**config.mk**
```make
export PLATFORM = sky130hd
export DESIGN_NAME = pio_endpoint
export DESIGN_NICKNAME = d
export VERILOG_FILES = /design/src/logic/pio_pkg.sv /design/src/logic/pio_rx_engine.sv /design/src/logic/pio_reg_file.sv /design/src/logic/pio_tx_engine.sv /design/src/logic/pio_endpoint.sv
export SDC_FILE = /design/constraint.sdc
export NUM_CORES = 1
export LEC_CHECK = 0
export BUFFER_PORTS_ARGS = -buffer_cell sky130_fd_sc_hd__buf_2
export CAP_MARGIN = 15
export CORE_MARGIN = 3
export CORE_UTILIZATION = 67
export DETAILED_ROUTE_END_ITERATION = 8
export PLACE_DENSITY = 0.85
export SLEW_MARGIN = 20
export SYNTH_ARGS = -nofsm -noshare
export SYNTH_HDL_FRONTEND = slang
export SYNTH_SLANG_ARGS = --single-unit
```
**constraint.sdc**
```tcl
create_clock -name user_clk -period 7.1 [get_ports user_clk]
set_input_delay 0.355 -clock user_clk [delete_from_list [all_inputs] [get_ports user_clk]]
set_output_delay 0.355 -clock user_clk [all_outputs]
set_load 0.05 [all_outputs]
```
**src/logic/pio_pkg.sv**
```systemverilog
`default_nettype none

package pio_pkg;

    localparam int unsigned data_w       = 32;
    localparam int unsigned be_w         = data_w / 8;
    localparam int unsigned reg_count    = 16;
    localparam int unsigned reg_addr_w   = $clog2(reg_count);  // Request address bits 5:2
    localparam int unsigned len_w        = 10;
    localparam int unsigned lower_addr_w = 7;

    // Format and type, header dword 0 bits 30:24
    localparam logic [6:0] fmt_type_mrd32 = 7'b00_00000;
    localparam logic [6:0] fmt_type_mwr32 = 7'b10_00000;
    localparam logic [6:0] fmt_type_cpld  = 7'b10_01010;

    // "REGT", read back from register 0
    localparam logic [data_w-1:0] id_reg_value = 32'h5245_4754;

    localparam logic [11:0] cpl_byte_count = 12'd4;

    // Header dword 1, request side and completion side
    typedef union packed {
        struct packed {
            logic [15:0] requester_id;
            logic [7:0]  tag;
            logic [3:0]  last_be;
            logic [3:0]  first_be;
        } req;
        struct packed {
            logic [15:0] completer_id;
            logic [2:0]  status;
            logic        bcm;
            logic [11:0] byte_count;
        } cpl;
    } tlp_dw1_u;

endpackage

`default_nettype wire

```
**src/logic/pio_rx_engine.sv**
```systemverilog
`default_nettype none

module pio_rx_engine (
    input  logic                              user_clk,
    input  logic                              reset,
    input  logic [pio_pkg::data_w-1:0]        rx_tdata,
    input  logic                              rx_tvalid,
    input  logic                              rx_tlast,
    output logic                              rx_tready,
    input  logic                              cpl_busy,
    output logic                              wr_en,
    output logic [pio_pkg::reg_addr_w-1:0]    wr_addr,
    output logic [pio_pkg::data_w-1:0]        wr_data,
    output logic [pio_pkg::be_w-1:0]          wr_be,
    output logic                              rd_en,
    output logic [pio_pkg::reg_addr_w-1:0]    rd_addr,
    output logic                              cpl_req,
    output pio_pkg::tlp_dw1_u                 cpl_dw1,
    output logic [pio_pkg::lower_addr_w-1:0]  cpl_lower_addr
);

    logic                           rx_beat;
    logic [1:0]                     beat_q;      // Saturates at the data dword
    logic                           keep_q;
    logic                           is_wr_q;
    pio_pkg::tlp_dw1_u              dw1_q;
    logic [pio_pkg::reg_addr_w-1:0] addr_q;
    logic                           last_rd_beat;
    logic                           last_wr_beat;
    logic [6:0]                     fmt_type;
    logic [pio_pkg::len_w-1:0]      length;

    assign fmt_type = rx_tdata[30:24];
    assign length   = rx_tdata[pio_pkg::len_w-1:0];

    // Only stall between TLPs, one read in flight
    assign rx_tready = !(beat_q == 2'd0 && cpl_busy);
    assign rx_beat   = rx_tvalid && rx_tready;

    assign last_rd_beat = rx_beat && beat_q == 2'd2 && !is_wr_q;
    assign last_wr_beat = rx_beat && beat_q == 2'd3 && is_wr_q;

    always_ff @(posedge user_clk) begin
        if (reset) begin
            beat_q  <= 2'd0;
            keep_q  <= 1'b0;
            is_wr_q <= 1'b0;
        end else if (rx_beat) begin
            if (rx_tlast)
                beat_q <= 2'd0;
            else if (beat_q != 2'd3)
                beat_q <= beat_q + 2'd1;

            if (beat_q == 2'd0) begin
                keep_q  <= (fmt_type == pio_pkg::fmt_type_mrd32 ||
                            fmt_type == pio_pkg::fmt_type_mwr32) && length == 10'd1;
                is_wr_q <= fmt_type == pio_pkg::fmt_type_mwr32;
            end else if (last_rd_beat || last_wr_beat) begin
                keep_q <= 1'b0;  // Trailing beats are dropped
            end
        end
    end

    always_ff @(posedge user_clk) begin
        if (reset) begin
            wr_en <= 1'b0;
            rd_en <= 1'b0;
        end else begin
            wr_en <= last_wr_beat && keep_q && rx_tlast;
            rd_en <= last_rd_beat && keep_q && rx_tlast;
        end
    end

    assign cpl_req = rd_en;

    always_ff @(posedge user_clk) begin
        if (rx_beat && beat_q == 2'd1)
            dw1_q <= rx_tdata;
        if (rx_beat && beat_q == 2'd2)
            addr_q <= rx_tdata[pio_pkg::reg_addr_w+1:2];
        if (last_wr_beat) begin
            wr_data <= rx_tdata;
            wr_addr <= addr_q;
            wr_be   <= dw1_q.req.first_be;
        end
        if (last_rd_beat) begin
            rd_addr        <= rx_tdata[pio_pkg::reg_addr_w+1:2];
            cpl_dw1        <= dw1_q;
            cpl_lower_addr <= {rx_tdata[pio_pkg::lower_addr_w-1:2], 2'b00};
        end
    end

    // A read retires alone and never while a completion is pending
    assert property (@(posedge user_clk) disable iff (reset)
        rd_en |-> !wr_en && !$past(cpl_busy));

endmodule

`default_nettype wire

```
**src/logic/pio_reg_file.sv**
```systemverilog
`default_nettype none

module pio_reg_file (
    input  logic                           user_clk,
    input  logic                           reset,
    input  logic                           wr_en,
    input  logic [pio_pkg::reg_addr_w-1:0] wr_addr,
    input  logic [pio_pkg::data_w-1:0]     wr_data,
    input  logic [pio_pkg::be_w-1:0]       wr_be,
    input  logic                           rd_en,
    input  logic [pio_pkg::reg_addr_w-1:0] rd_addr,
    output logic [pio_pkg::data_w-1:0]     rd_data
);

    // Address 0 is the ID word
    logic [pio_pkg::data_w-1:0] regs [1:pio_pkg::reg_count-1];

    always_ff @(posedge user_clk) begin
        if (reset) begin
            for (int i = 1; i < pio_pkg::reg_count; i++)
                regs[i] <= '0;
        end else if (wr_en && wr_addr != '0) begin
            for (int b = 0; b < pio_pkg::be_w; b++) begin
                if (wr_be[b])
                    regs[wr_addr][8*b +: 8] <= wr_data[8*b +: 8];
            end
        end
    end

    // Held until the next read
    always_ff @(posedge user_clk) begin
        if (rd_en) begin
            if (rd_addr == '0)
                rd_data <= pio_pkg::id_reg_value;
            else
                rd_data <= regs[rd_addr];
        end
    end

endmodule

`default_nettype wire

```
**src/logic/pio_tx_engine.sv**
```systemverilog
`default_nettype none

module pio_tx_engine (
    input  logic                              user_clk,
    input  logic                              reset,
    input  logic                              cpl_req,
    input  pio_pkg::tlp_dw1_u                 cpl_dw1,
    input  logic [pio_pkg::lower_addr_w-1:0]  cpl_lower_addr,
    input  logic [pio_pkg::data_w-1:0]        rd_data,
    input  logic [15:0]                       completer_id,
    output logic [pio_pkg::data_w-1:0]        tx_tdata,
    output logic                              tx_tvalid,
    output logic                              tx_tlast,
    input  logic                              tx_tready,
    output logic                              cpl_busy
);

    logic                             active_q;
    logic [1:0]                       beat_q;
    pio_pkg::tlp_dw1_u                cpl_view;
    pio_pkg::tlp_dw1_u                hdr1_q;     // Completion view
    pio_pkg::tlp_dw1_u                req_q;      // Request view
    logic [pio_pkg::lower_addr_w-1:0] lower_addr_q;
    logic [pio_pkg::data_w-1:0]       data_q;

    always_comb begin
        cpl_view                 = '0;
        cpl_view.cpl.completer_id = completer_id;
        cpl_view.cpl.status      = 3'b000;  // Successful completion
        cpl_view.cpl.bcm         = 1'b0;
        cpl_view.cpl.byte_count  = pio_pkg::cpl_byte_count;
    end

    always_ff @(posedge user_clk) begin
        if (reset) begin
            active_q <= 1'b0;
            beat_q   <= 2'd0;
        end else if (cpl_req) begin
            active_q <= 1'b1;
            beat_q   <= 2'd0;
        end else if (active_q && tx_tready) begin
            if (beat_q == 2'd3)
                active_q <= 1'b0;
            beat_q <= beat_q + 2'd1;  // Wraps back to dword 0
        end
    end

    always_ff @(posedge user_clk) begin
        if (cpl_req) begin
            hdr1_q       <= cpl_view;
            req_q        <= cpl_dw1;
            lower_addr_q <= cpl_lower_addr;
        end
        // Read data lands during the first beat
        if (active_q && beat_q == 2'd0)
            data_q <= rd_data;
    end

    always_comb begin
        case (beat_q)
            2'd0:    tx_tdata = {1'b0, pio_pkg::fmt_type_cpld, 14'd0, 10'd1};
            2'd1:    tx_tdata = hdr1_q;
            2'd2:    tx_tdata = {req_q.req.requester_id, req_q.req.tag, 1'b0, lower_addr_q};
            default: tx_tdata = data_q;
        endcase
    end

    assign tx_tvalid = active_q;
    assign tx_tlast  = beat_q == 2'd3;
    assign cpl_busy  = cpl_req || active_q;

    // Beat holds while the core stalls
    assert property (@(posedge user_clk) disable iff (reset)
        tx_tvalid && !tx_tready |=> tx_tvalid && $stable(tx_tdata));

endmodule

`default_nettype wire

```
**src/logic/pio_endpoint.sv**
```systemverilog
`default_nettype none

module pio_endpoint (
    input  logic                       user_clk,
    input  logic                       reset,
    input  logic [pio_pkg::data_w-1:0] m_axis_rx_tdata,
    input  logic                       m_axis_rx_tvalid,
    input  logic                       m_axis_rx_tlast,
    output logic                       m_axis_rx_tready,
    output logic [pio_pkg::data_w-1:0] s_axis_tx_tdata,
    output logic                       s_axis_tx_tvalid,
    output logic                       s_axis_tx_tlast,
    input  logic                       s_axis_tx_tready,
    input  logic [7:0]                 cfg_bus_number,
    input  logic [4:0]                 cfg_device_number,
    input  logic [2:0]                 cfg_function_number
);

    logic                             wr_en;
    logic [pio_pkg::reg_addr_w-1:0]   wr_addr;
    logic [pio_pkg::data_w-1:0]       wr_data;
    logic [pio_pkg::be_w-1:0]         wr_be;
    logic                             rd_en;
    logic [pio_pkg::reg_addr_w-1:0]   rd_addr;
    logic [pio_pkg::data_w-1:0]       rd_data;
    logic                             cpl_req;
    logic                             cpl_busy;
    pio_pkg::tlp_dw1_u                cpl_dw1;
    logic [pio_pkg::lower_addr_w-1:0] cpl_lower_addr;
    logic [15:0]                      completer_id;

    assign completer_id = {cfg_bus_number, cfg_device_number, cfg_function_number};

    pio_rx_engine rx_engine_inst (
        .user_clk       (user_clk),
        .reset          (reset),
        .rx_tdata       (m_axis_rx_tdata),
        .rx_tvalid      (m_axis_rx_tvalid),
        .rx_tlast       (m_axis_rx_tlast),
        .rx_tready      (m_axis_rx_tready),
        .cpl_busy       (cpl_busy),
        .wr_en          (wr_en),
        .wr_addr        (wr_addr),
        .wr_data        (wr_data),
        .wr_be          (wr_be),
        .rd_en          (rd_en),
        .rd_addr        (rd_addr),
        .cpl_req        (cpl_req),
        .cpl_dw1        (cpl_dw1),
        .cpl_lower_addr (cpl_lower_addr)
    );

    pio_reg_file reg_file_inst (
        .user_clk (user_clk),
        .reset    (reset),
        .wr_en    (wr_en),
        .wr_addr  (wr_addr),
        .wr_data  (wr_data),
        .wr_be    (wr_be),
        .rd_en    (rd_en),
        .rd_addr  (rd_addr),
        .rd_data  (rd_data)
    );

    pio_tx_engine tx_engine_inst (
        .user_clk       (user_clk),
        .reset          (reset),
        .cpl_req        (cpl_req),
        .cpl_dw1        (cpl_dw1),
        .cpl_lower_addr (cpl_lower_addr),
        .rd_data        (rd_data),
        .completer_id   (completer_id),
        .tx_tdata       (s_axis_tx_tdata),
        .tx_tvalid      (s_axis_tx_tvalid),
        .tx_tlast       (s_axis_tx_tlast),
        .tx_tready      (s_axis_tx_tready),
        .cpl_busy       (cpl_busy)
    );

endmodule

`default_nettype wire

```
# Word level (Yosys, flattened, before mapping)
# Memories as Yosys holds them, arrays and structs flattened. A register that Yosys moved wholly into a read port is not among the register bits.
# Index checks and enable logic that the tools add are counted.
word_totals:
  n_memories: 1
  latch_bits: 0
  output_inout_bits: 35
  ff_bits: 211
  elab_cells: 95
  inputBits: 53
  rom_bits: 0
  ram_bits: 480
classes:
  eq_ne: 9
  reduce_logical: 35
  muxes: 29
  mul: 0
  bitwise: 0
  shift: 0
  n_div: 0
  magnitude_cmp: 0
  add_sub_neg: 2
mem_list:
  columns: ["name", "depth", "word_bits", "read_ports", "rd_ports_with_merged_regs", "wr", "line_no", "source"]
  rows:
  - ["reg_file_inst.regs", 15, 32, 1, 1, 15, "pio_reg_file.sv:16", "logic [pio_pkg::data_w-1:0] regs [1:pio_pkg::reg_count-1];"]
op_table:
  columns: ["operator", "count"]
  rows:
  - ["one-hot mux 32 bit (3 select lines)", 1]
  - ["2-to-1 mux 32 bit", 1]
  - ["OR reduction 32 bit", 1]
  - ["2-to-1 mux 1 bit", 23]
  - ["logical AND 1 bit", 15]
  - ["== test 10 x 1 -> 1 bit (second input constant)", 1]
  - ["== test 2 bit (second input constant)", 4]
  - ["2-to-1 mux 4 bit", 2]
  - ["AND reduction 2 bit", 4]
  - ["nonzero test 2 bit", 4]
  - ["== test 7 bit (second input constant)", 1]
  - ["zero test 7 bit", 1]
  - ["adder 2 x 1 -> 2 bit (second input constant)", 2]
  - ["== test 2 x 1 -> 1 bit (second input constant)", 2]
  - ["zero test 2 bit", 2]
  - ["zero test 4 bit", 1]
  - ["2-to-1 mux 2 bit", 2]
  - ["nonzero test 4 bit", 1]
  - ["logical OR 1 bit", 3]
  - ["zero test 1 bit", 2]
  - ["inequality test 2 bit (second input constant)", 1]
  - ["OR reduction 2 bit", 1]

# Depth between registers and ports, before layout
# Gate-level depths: netlist (run 1).
depth:
  ltp_word: 9
  depth_mapped: 8
  depth_no_buf: 6

# Modules after synthesis
# From an unflattened synthesis (run 1), not the netlist that was laid out.
unflattened:
  hier_cells: 1950
  hier_area_um2: 30215.2
by_module_without_submodules:
  columns: ["mod", "area_per_inst_um2", "seq_area_each_um2", "cells_each", "instances"]
  rows:
  - ["pio_reg_file", 23228.5, 15374.7, 1578, 1]
  - ["pio_rx_engine", 3852.4, 3513.4, 167, 1]
  - ["pio_tx_engine", 3134.3, 2432.3, 205, 1]

# Worst setup path before layout (run 1)
# Ideal clock, no wire load.
synth_timing:
  path_type: "register -> register"
  startpoint: "reg rx_engine_inst.rd_en (netlist: rx_engine_inst.cpl_req)"
  endpoint: "reg rx_engine_inst.wr_addr[0] (netlist bit), enable pin"
  n_path_buf: 0
  path_stages_with_launch: 4
  arrival_ps: 4444
  setup_ps: 437
  slack_ps: 2219
  required_time_ps: 6663
  period_less_slack_ps: 4881
  cell_sequence: "dfxtp_1 -> o21ai_1 -> nand2_1 -> nor2_1"
synth_via:
  elab_chain_cells: 6
synth_lines:
  columns: ["item", "line_no", "source"]
  rows:
  - ["from (decl)", "pio_rx_engine.sv:15", "output logic rd_en,"]
  - ["from (signal assigned)", "pio_rx_engine.sv:70", "rd_en <= last_rd_beat && keep_q && rx_tlast;"]
  - ["logical OR 1 bit", "pio_tx_engine.sv:70", "assign cpl_busy = cpl_req || active_q;"]
  - ["logical AND 1 bit", "pio_rx_engine.sv:37", "assign rx_tready = !(beat_q == 2'd0 && cpl_busy);"]
  - ["zero test 1 bit", "pio_rx_engine.sv:37", null]
  - ["named net m_axis_rx_tready", "pio_endpoint.sv:9", "output logic m_axis_rx_tready,"]
  - ["logical AND 1 bit", "pio_rx_engine.sv:38", "assign rx_beat = rx_tvalid && rx_tready;"]
  - ["logical AND 1 bit (2 in series)", "pio_rx_engine.sv:41", "assign last_wr_beat = rx_beat && beat_q == 2'd3 && is_wr_q;"]
  - ["named net rx_engine_inst.last_wr_beat", "pio_rx_engine.sv:29", "logic last_wr_beat;"]
  - ["to (signal assigned)", "pio_rx_engine.sv:83", "wr_addr <= addr_q;"]
  - ["to (decl)", "pio_rx_engine.sv:12", "output logic [pio_pkg::reg_addr_w-1:0] wr_addr,"]
# The timed path passes the listed nets, and every way through them passes these cells.
# A chain may end at the register's enable or synchronous reset.

# Final worst setup path (run 1)
layout_timing:
  startpoint: "reg tx_engine_inst.beat_q[0]"
  endpoint: "out s_axis_tx_tdata[13] (netlist bit)"
layout_via:
  elab_chain_cells: 2
  elab_cells_between_ends: 4
  cone_classes: "eq/ne (2); mux (1); reduce/logical (1)"
layout_lines:
  columns: ["item", "line_no", "source"]
  rows:
  - ["from (decl)", "pio_tx_engine.sv:19", "logic [1:0] beat_q;"]
  - ["from (signal assigned)", "pio_tx_engine.sv:44", "beat_q <= beat_q + 2'd1;"]
  - ["== test 2 bit, or another cell as far along", "pio_tx_engine.sv:60", "case (beat_q)"]
  - ["one-hot mux 32 bit (3 select lines) *", "pio_tx_engine.sv:60", null]
  - ["to (decl)", "pio_endpoint.sv:10", "output logic [pio_pkg::data_w-1:0] s_axis_tx_tdata,"]
# Mark *: on every way between the ends. The rest lies on a longest branch, timed or not.

==> results.ini, run 1 <==
[synthesis]
syn_avg_cell_area_sq_um=15.8
yosysMostFrequentCell=edfxtp_1
yosys_warnings=0
yosys-top-cells-area=edfxtp_1, and2_1, mux4_2
syn_area_sq_um=30100
netlist.area_leader.share_pct=69.0
synthCells=1904
ys_ff_latch=700
yosys.area.top_type=edfxtp_1
synth_edf_count=691
yosysUniqueCellTypes=49
synth-seq-area-share_pct=69.6
async_flop_share_pct=0
synthFlopType=edfxtp_1
synthesis.nets=1965
synth_common_cells=edfxtp_1, and2_1, mux4_2

[timing]
skew_ns=0.0324
timing.final.crit_period_ns=3.13
tns_ns=0
drv_slew=0
hold_ws_ns=0.0178
fin_crit_sh_pct=44.0
setup_viol=0
max_freq_mhz=320
slew_headroom_pct=27.9
worst_pin_slew_ns=1.08
hold_violations=0
grt_setup_unrepaired=no

[cts]
cts_hold_buffers=40
cts_setup_buffers=0
clkTransAtPathRegs_ns=0.07
cts_tree=built
cts_max_level=3
numCtsBuffers=71
clockBufferDepth=3
cts.sinks=700
clock_latency_ns=0.60
ctsResizeCount=0
root_buffer=clkbuf_16

[pwr]
finalPower_uw=8320
p_leak_uw=0.0118
power_density_nw_per_um2=250
irDropWorstVdd_mv=0.183

[flow_run]
cap_violations=0

[routing]
drt_first_pass_iters=6
wire_per_inst_um=27.9
routedLengthMet1_um=26700
wl_met3_um=8380
drc=0
met2_length_um=35800
routed_wl_um=73800
vias=17400
vias_per_cell=6.56
ant_nets=0
drt_iter0_markers=2398
maxUsedRoutingLayer=met4

[min_path]
hp-class=input port to register

[placement]
io_buffers=87
place_congestion=0.887
dpl.hpwl_um=45700
placed_area_sq_um=30800

[floorplanning]
die-area_sq_um=47400
rows=76
die_width_um=218
initial_utilization_pct=68.9
die_h_um=218
coreArea_sq_um=43600
ios=88

[grt]
grt_pass1_wl_um=110000
first_global_vias=17400
grt_overflow=0
grt_start_max_net_pins=64
grtUsageTotal_pct=31.7
antenna_found_initial=1

[critical_path]
path_cells=inv_1, ha_1, nand2_1, o21ai_0, buf_2
critPathMaxStageDelay_ns=0.89
worstPathRequired_ns=6.74
cp_max_fo=29
start_kind=register
arrival_ns=2.77
path_class=register to output port
crit_slowest_cell=ha_1
crit_path_end_kind=output port

[layout]
final_util_pct=76.4
syn_to_final_growth_pct=10.9
drive_gt1_share_pct=18.5
nFillCells=2252
stdcell_area_sq_um=33300
antennaDiodeCount=0
final_nets=2072

[outcome]
status=complete, no violations

[layout make-up]
type / count / area (sq um) / share of cell area, %
Sequential cell: 700 / 20900 / 62.8
Multi-Input combinational cell: 1089 / 8580 / 25.7
Clock buffer: 92 / 1920 / 5.75
Timing Repair Buffer: 143 / 956 / 2.87
Tap cell: 585 / 732 / 2.20
Clock inverter: 32 / 194 / 0.582
Inverter: 6 / 22.5 / 0.0675
[cells in the final DEF (no fill, tap or decap), types with 12 or more instances in the layout]
cell type / count
edfxtp_1: 691
a221oi_1: 18
nor2_1: 41
nor2b_1: 16
clkinv_1: 16
or2_1: 40
and2_1: 485
o22ai_1: 20
nor3b_1: 12
a22oi_1: 29
clkbuf_1: 17
a211oi_1: 32
mux2i_1: 54
o21ai_0: 30
nand3_1: 17
buf_4: 16
nand2_1: 59
clkinv_2: 13
mux4_2: 74
dlygate4sd3_1: 40
mux2_2: 39
or2_2: 21
buf_2: 87
clkbuf_16: 73
nor2_4: 41
[power breakdown]
| group | internal, uW | switching, uW | total [uW] |
|---|---|---|---|
| Clock | 1970 | 1490 | 3460 |
| Sequential | 4620 | 35.9 | 4650 |
| Combinational | 79.8 | 125 | 205 |
[flip-flops by register name, summed over array words and instances (netlist names)]
register,count
reg_file_inst.regs,481
rx_engine_inst.beat_q,2
tx_engine_inst.req_q,24
rx_engine_inst.wr_data,32
tx_engine_inst.data_q,32
tx_engine_inst.lower_addr_q,5
rx_engine_inst.rd_addr,3
tx_engine_inst.hdr1_q,16
tx_engine_inst.beat_q,2
rx_engine_inst.dw1_q,28
rx_engine_inst.cpl_lower_addr,2
rx_engine_inst.wr_addr,4
reg_file_inst.rd_data,32
rx_engine_inst.addr_q,4
rx_engine_inst.cpl_req,1
rx_engine_inst.wr_be,4
rx_engine_inst.cpl_dw1,24
tx_engine_inst.tx_tvalid,1
rx_engine_inst.keep_q,1
rx_engine_inst.wr_en,1
rx_engine_inst.is_wr_q,1
[path summary, 6_finish.rpt]
path | to | slack, ns | from | cells after the start
worst min-delay path | rx_engine_inst.cpl_lower_addr[5]$_DFFE_PP_ | 0.02 | m_axis_rx_tdata[5] | 1
worst min register to register | tx_engine_inst.req_q[28]$_DFFE_PP_ | 0.42 | rx_engine_inst.cpl_dw1[28]$_DFFE_PP_ | 0
worst max register to register | reg_file_inst.rd_data[20]$_SDFFCE_PN0P_ | 3.97 | rx_engine_inst.rd_addr[1]$_DFFE_PP_ | 5
worst max-delay path | s_axis_tx_tdata[13] | 3.97 | tx_engine_inst.beat_q[0]$_SDFFE_PP0P_ | 5
[per-stage QoR]
stage          worst slack (ns)  cells
6_report                   3.97   2647
3_3_place_gp               4.14   2483
4_1_cts                    3.95   2647
5_1_grt                    3.81   2647
2_1_floorplan              2.22   1904
3_5_place_dp               4.04   2483
[logic make-up (layout without fill, tap and decap cells)]
family	after synthesis	in the layout	synth area share, %
compound gates	153	153	3.53
other cells	1	1	0.0125
fa+ha+maj	8	8	0.333
mux	167	167	8.81
xor+xnor	1	1	0.0291
simple gates	759	759	15.8
buf+inv	115	273	1.87
flops	700	700	69.6
[metal layers]
layer  track usage, %  vias to the layer above
li1                 -                     7290
met1             43.3                     8668
met2             51.0                     1188
met3             6.70                      214
met4             12.7                        0
met5                0                        -
[critical path, delay by kind of cell (launching register included)]
kind / cells / cell delay, ns
adder cells (fa/ha/maj): 1 / 0.89
buffers and inverters: 2 / 0.47
flip-flops: 1 / 0.34
AO/OA/AOI/OAI: 1 / 0.34
AND/OR/NAND/NOR: 1 / 0.13
No activity file was read; power rests on OpenSTA's default activity.
==> run 2: changes to the inputs <==
--- a/config.mk
+++ b/config.mk
@@ -5,12 +5,13 @@
 export SDC_FILE = /design/constraint.sdc
 export NUM_CORES = 1
 export LEC_CHECK = 0
+export ABC_AREA = 1
 export BUFFER_PORTS_ARGS = -buffer_cell sky130_fd_sc_hd__buf_2
 export CAP_MARGIN = 15
 export CORE_MARGIN = 3
-export CORE_UTILIZATION = 67
+export CORE_UTILIZATION = 62
 export DETAILED_ROUTE_END_ITERATION = 8
-export PLACE_DENSITY = 0.85
+export PLACE_DENSITY = 0.79
 export SLEW_MARGIN = 20
 export SYNTH_ARGS = -nofsm -noshare
 export SYNTH_HDL_FRONTEND = slang
==> constraint.sdc (replaced) <==
create_clock -name user_clk -period 2.95 [get_ports user_clk]
set_input_delay 0.1475 -clock user_clk [delete_from_list [all_inputs] [get_ports user_clk]]
set_output_delay 0.1475 -clock user_clk [all_outputs]
set_load 0.05 [all_outputs]
==> results.ini, run 2 <==
[layout]
seqCellArea_sq_um=21500  ; +2.6%
antennaDiodeCount=0  ; unchanged
nFillCells=3152  ; +40%
drive_gt1_share_pct=9.92  ; -8.6 points
multi_input_area_sq_um=7760  ; -9.6%
layout_commonest_cell=nand2_1
largest_register_ffs=499  ; +3.7%
mostFrequentLayoutCells=nand2_1, edfxtp_1, nor2_1
syn_to_final_growth_pct=13.3
regMostFlops=reg_file_inst.regs
final_nets=3135  ; +51%

[timing]
max_freq_mhz=368
grt_setup_unrepaired=no
worst_pin_slew_ns=1.02  ; -0.0595 ns
fin_crit_sh_pct=92.0
timing.final.crit_period_ns=2.71
setup_ws_ns=0.236  ; -3.74 ns
hold_violations=0  ; unchanged
tns_ns=0  ; unchanged
skew_ns=0.0141  ; -0.0183 ns
drv_slew=0  ; unchanged
slew_headroom_pct=31.9  ; +4.0 points
setup_viol=0  ; unchanged

[floorplanning]
die_h_um=228  ; +4.8%
coreArea_sq_um=48200  ; +11%
initial_utilization_pct=63.5  ; -5.3 points
rows=80  ; +5.3%
die_width_um=228  ; +4.8%
ios=88  ; unchanged
die-area_sq_um=52100  ; +9.9%

[routing]
ant_nets=0  ; unchanged
vias_per_cell=5.87  ; -11%
drt_iter0_markers=3190  ; +33%
wl_met3_um=8930  ; +6.6%
routed_wl_um=81600  ; +11%
drt_first_pass_iters=7  ; +1
met2_length_um=39500  ; +10%
wire_per_inst_um=21.6  ; -23%
routedLengthMet1_um=28600  ; +7.1%
drc=0  ; unchanged
maxUsedRoutingLayer=met4
vias=22200  ; +28%

[cts]
clockBufferDepth=3  ; unchanged
cts_setup_buffers=0  ; unchanged
cts.sinks=718  ; +2.6%
cts_tree=built
clock_latency_ns=0.61  ; about the same
cts_max_level=3  ; unchanged
numCtsBuffers=70  ; -1.4%
clkTransAtPathRegs_ns=0.06  ; about the same
root_buffer=clkbuf_16

[critical_path]
cp_max_fo=17  ; -41%
crit_path_end_kind=output port
path_class=register to output port
r2r.worst_path.cells=6  ; +1
worstPathRequired_ns=2.80  ; -3.94 ns
regToRegEndpoint=reg_file_inst.regs[4][1]$_SDFFCE_PN0P_
arrival_ns=2.57  ; -0.20 ns
ff2ff_setup_slack_ns=0.50  ; -3.47 ns
r2r_start=rx_engine_inst.wr_addr[3]$_DFFE_PP_
start_kind=register

[synthesis]
synthCells=2932  ; +54%
synth_edf_count=709  ; +2.6%
syn_area_sq_um=30600  ; +2.0%
netlist.area_leader.share_pct=69.5  ; +0.43 points
yosys.area.top_type=edfxtp_1
synth_common_cells=nand2_1, edfxtp_1, nor2_1
async_flop_share_pct=0  ; unchanged
yosysUniqueCellTypes=28  ; -43%
yosys_warnings=0  ; unchanged
ys_ff_latch=718  ; +2.6%
yosysMostFrequentCell=nand2_1
synth-seq-area-share_pct=70.1  ; +0.42 points
syn_avg_cell_area_sq_um=10.5  ; -34%
yosys-top-cells-area=edfxtp_1, nand2_1, nor2_1
synthFlopType=edfxtp_1

[pwr]
power.share.combinational_pct=2.6  ; about the same
p_sw_share_pct=20.0  ; +0.099 points
p_leak_uw=0.0143  ; +21%
p_int_uw=16800  ; +150%
irDropWorstVdd_mv=0.484  ; +160%
p_seq_share_pct=54.8  ; -1.1 points
power_density_nw_per_um2=604  ; +140%
p_sw_uw=4190  ; +150%
pwr-share-clk_pct=42.6  ; +1.0 points

[grt]
antenna_found_initial=0  ; -1
grt_overflow=0  ; unchanged
grt_pass1_wl_um=124000  ; +13%
grt_start_max_net_pins=131  ; +100%
first_global_vias=22000  ; +26%
grtUsageTotal_pct=31.4  ; -0.39 points

[placement]
io_buffers=87  ; unchanged
pre_cts_ws_ns=0.194  ; -3.85 ns
place_congestion=0.941  ; +6.0%
dpl.hpwl_um=50000  ; +9.4%

[flow_run]
cap_violations=0  ; unchanged

[min_path]
hp-class=input port to register
hp-start=cfg_bus_number[1]
hold_end=tx_engine_inst.hdr1_q[25]$_DFFE_PP_
hold_path_depth=2  ; +1

[outcome]
status=complete, no violations

-- run 2: cell type report --
type,count,area share [%]
clock buffer,95,5.56
clock inverter,29,0.951
inverter,230,2.50
multi-input combinational,1848,22.4
sequential,718,61.8
tap,656,2.36
timing repair buffer,206,4.42
-- run 2: power by group through the flow --
stage,registers (uW),clock network (uW),logic (uW)
6_report,11500,8940,549
5_1_grt,11500,9360,602
4_1_cts,11500,8920,535
3_5_place_dp,11700,0,475
3_3_place_gp,11700,0,454
2_1_floorplan,11700,0,303
-- run 2: critical path, stage by stage, from the launching register on --
cell     delay (ns)
dfxtp_1        0.34
inv_1          0.12
ha_1           0.72
a21oi_1        0.16
nand2_1        0.11
o21ai_0        0.12
inv_1          0.10
buf_2          0.28
-- run 2: per-layer routing --
layer | vias to the layer above | global-route usage, %
met1 | 10400 | 39.5
met5 | - | 0
met3 | 325 | 6.59
li1 | 9931 | -
met2 | 1519 | 52.0
met4 | 0 | 15.8
-- run 2: timing repair --
| item | 4_1_cts | 5_1_grt |
|---|---|---|
| resized for setup | 0 | 3 |
| endpoints found under the setup margin | 0 | 16 |
| hold buffers | 53 | 0 |
| hold endpoints to repair | 94 | 0 |
-- run 2: cell families (layout without fill, tap and decap cells) --
family,after synthesis,in the layout,share of synthesized area (%)
AOI/OAI and AO/OA,219,219,3.81
buffers and inverters,384,560,4.94
adders and majority gates,8,8,0.327
and+or+nand+nor,1602,1602,20.9
other,1,19,0.0122
DFF,718,718,70.1
-- run 2: per-stage QoR --
step / hold WS, ns / power, uW / std cells / instance area (sq um) / util [%]
after floorplan: 0.217 / 12000 / 2950 / 30700 / -
after global placement: 0.324 / 12200 / 3605 / 31900 / 66.2
after detailed placement: 0.326 / 12200 / 3605 / 31900 / 66.2
after CTS: 0.222 / 20900 / 3782 / 34700 / 71.9
after global routing: 0.249 / 21500 / 3782 / 34700 / 72.0
final: 0.248 / 21000 / 3782 / 34700 / 72.0
-- run 2: worst max path at each step --
stage | startpoint | cells after the start | end | slack [ns]
finish | tx_engine_inst.beat_q[1]$_SDFFE_PP0P_ | 7 | s_axis_tx_tdata[27] | 0.24
global route | tx_engine_inst.beat_q[1]$_SDFFE_PP0P_ | 7 | s_axis_tx_tdata[27] | 0.14
CTS | rx_engine_inst.wr_addr[3]$_DFFE_PP_ | 6 | reg_file_inst.regs[4][1]$_SDFFCE_PN0P_ | 0.15
detailed placement | rx_engine_inst.wr_addr[0]$_DFFE_PP_ | 6 | reg_file_inst.regs[4][1]$_SDFFCE_PN0P_ | 0.19
global placement | rx_engine_inst.wr_addr[0]$_DFFE_PP_ | 6 | reg_file_inst.regs[4][0]$_SDFFCE_PN0P_ | 0.25
floorplan | rx_engine_inst.cpl_req$_SDFF_PP0_ | 7 | rx_engine_inst.wr_addr[0]$_DFFE_PP_ | 0.15
==> run 3: changes to the inputs <==
--- a/config.mk
+++ b/config.mk
@@ -5,7 +5,6 @@
 export SDC_FILE = /design/constraint.sdc
 export NUM_CORES = 1
 export LEC_CHECK = 0
-export ABC_AREA = 1
 export BUFFER_PORTS_ARGS = -buffer_cell sky130_fd_sc_hd__buf_2
 export CAP_MARGIN = 15
 export CORE_MARGIN = 3
==> results.ini, run 3 (synthesized netlist as in run 1, its figures left out) <==
[timing]
worst_pin_slew_ns=1.19  ; +0.169 ns
skew_ns=0.0219  ; +0.00781 ns
drv_slew=0  ; unchanged
slew_headroom_pct=20.3  ; -12 points
hold_violations=0  ; unchanged
timing.final.crit_period_ns=2.70  ; -0.0117 ns
tns_ns=0  ; unchanged
max_freq_mhz=370  ; +0.43%
setup_viol=0  ; unchanged
grt_setup_unrepaired=no
fin_crit_sh_pct=91.6  ; -0.40 points

[critical_path]
path_delay_family=adder cells
crit_slowest_cell=ha_1
worstPathRequired_ns=2.80  ; about the same
r2r_start=rx_engine_inst.cpl_lower_addr[5]$_DFFE_PP_
path_class=register to output port
path_buf_inv=2  ; -1
start_kind=register
path_cells=inv_1, ha_1, a221o_1, mux2_2, buf_2
critPathMaxStageDelay_ns=0.79  ; +0.07 ns
cp_max_fo=17  ; unchanged
crit_path_end_kind=output port
arrival_ns=2.56  ; about the same
cp-startpoint=tx_engine_inst.beat_q[1]$_SDFFE_PP0P_

[layout]
syn_to_final_growth_pct=12.8
nFillCells=2873  ; -8.9%
regMostFlops=reg_file_inst.regs
mostFrequentLayoutCells=edfxtp_1, and2_1, buf_2
antennaDiodeCount=0  ; unchanged
drive_gt1_share_pct=19.5  ; +9.6 points
stdcell_area_sq_um=33900  ; -2.3%
final_nets=2108  ; -33%
layout_commonest_cell=edfxtp_1
largest_register_ffs=481  ; -3.6%

[floorplanning]
ios=88  ; unchanged
coreArea_sq_um=47800  ; -0.83%
rows=80  ; unchanged
die_width_um=226  ; -0.95%
die-area_sq_um=51200  ; -1.9%
die_h_um=226  ; -0.95%
initial_utilization_pct=62.8  ; -0.71 points

[flow_run]
cap_violations=0  ; unchanged

[pwr]
p_int_uw=16500  ; -1.6%
power.share.combinational_pct=2.4  ; -0.2 points
p_sw_share_pct=19.4  ; -0.58 points
p_leak_uw=0.0120  ; -16%
p_sw_uw=3980  ; -5.2%
pwr-share-clk_pct=43.0  ; +0.4 points
p_seq_share_pct=54.7  ; about the same
irDropWorstVdd_mv=0.368  ; -24%
power_density_nw_per_um2=605  ; about the same

[outcome]
status=complete, no violations

[routing]
routed_wl_um=73200  ; -10%
maxUsedRoutingLayer=met5
ant_nets=0  ; unchanged
drc=0  ; unchanged
drt_first_pass_iters=8  ; +1
vias=17100  ; -23%
vias_per_cell=6.30  ; +7.5%
routedLengthMet1_um=27200  ; -4.7%
drt_iter0_markers=2568  ; -19%
wl_met3_um=7640  ; -14%
met2_length_um=34500  ; -13%
wire_per_inst_um=27.0  ; +25%

[grt]
antenna_found_initial=1  ; +1
grt_start_max_net_pins=69  ; -47%
grtUsageTotal_pct=29.1  ; -2.2 points
first_global_vias=16800  ; -23%
grt_pass1_wl_um=107000  ; -14%
grt_overflow=0  ; unchanged

[cts]
cts_setup_buffers=0  ; unchanged
clock_latency_ns=0.59  ; -0.02 ns
clkTransAtPathRegs_ns=0.06  ; about the same
cts_max_level=3  ; unchanged
numCtsBuffers=69  ; -1.4%
clockBufferDepth=3  ; unchanged
cts.sinks=700  ; -2.5%
root_buffer=clkbuf_16
cts_tree=built

[placement]
placed_area_sq_um=31200  ; -2.4%
dpl.hpwl_um=46900  ; -6.2%
io_buffers=87  ; unchanged
place_congestion=0.871  ; -7.4%

[min_path]
hp-start=cfg_bus_number[3]
hp-class=input port to register

==> run 3: changes by cell type in the layout (fill, tap and decap cells not counted), moves of 81 or more <==
cell,previous run,this run
nand3_1,175,17
and2_1,0,484
o21ai_0,111,30
nand2_1,729,59
nor2_1,634,42
inv_1,224,6
==> run 3: worst paths after layout <==
check             cells after the start  slack, ns                                      end
hold / removal                        2       0.28      tx_engine_inst.hdr1_q[27]$_DFFE_PP_
setup reg to reg                      5       0.27  reg_file_inst.rd_data[29]$_SDFFCE_PN0P_
hold reg to reg                       0       0.41        rx_engine_inst.wr_be[0]$_DFFE_PP_
setup / recovery                      5       0.25                      s_axis_tx_tdata[25]
==> run 3: routing by layer <==
| layer | GRT usage (%) | vias to the layer above |
|---|---|---|
| met4 | 14.5 | 2 |
| met2 | 45.9 | 1044 |
| met5 | 0 | - |
| li1 | - | 7351 |
| met1 | 40.0 | 8453 |
| met3 | 4.84 | 221 |
==> run 3: worst reg2reg max path: cells and delay by family (launching register included) <==
family	cells	cell delay, ns
buffers and inverters	1	0.35
AO/OA/AOI/OAI	2	0.28
AND/OR/NAND/NOR	2	1.12
flip-flops	1	0.66
==> run 3: power by group through the flow <==
stage	Sequential, uW	Clock (uW)	Combinational [uW]
5_1_grt	11200	9300	519
3_5_place_dp	11400	0	426
2_1_floorplan	11400	0	274
4_1_cts	11200	8870	483
6_report	11200	8810	488
3_3_place_gp	11400	0	409
==> run 3: layout make-up <==
type	instances	area [sq um]	area share [%]
Inverter	6	22.5	0.0664
Tap cell	615	769	2.27
Sequential cell	700	20900	61.7
Clock buffer	88	1880	5.55
Clock inverter	29	350	1.03
Multi-Input combinational cell	1089	8580	25.3
Timing Repair Buffer	181	1370	4.04
==> run 3: stage by stage <==
stage	hold WS, ns	utilization, %	setup WS (ns)	total power (uW)	cells
floorplan	0.246	-	0.138	11600	1904
global placement	0.324	65.1	0.532	11800	2539
detailed placement	0.327	65.1	0.463	11800	2539
CTS	0.254	70.9	0.297	20600	2708
global route	0.277	70.9	0.187	21000	2708
finish	0.281	70.9	0.247	20500	2708
==> run 3: what timing repair did <==
item,CTS,global route
resized for setup,0,0
hold endpoints to repair,92,0
hold buffers,52,0
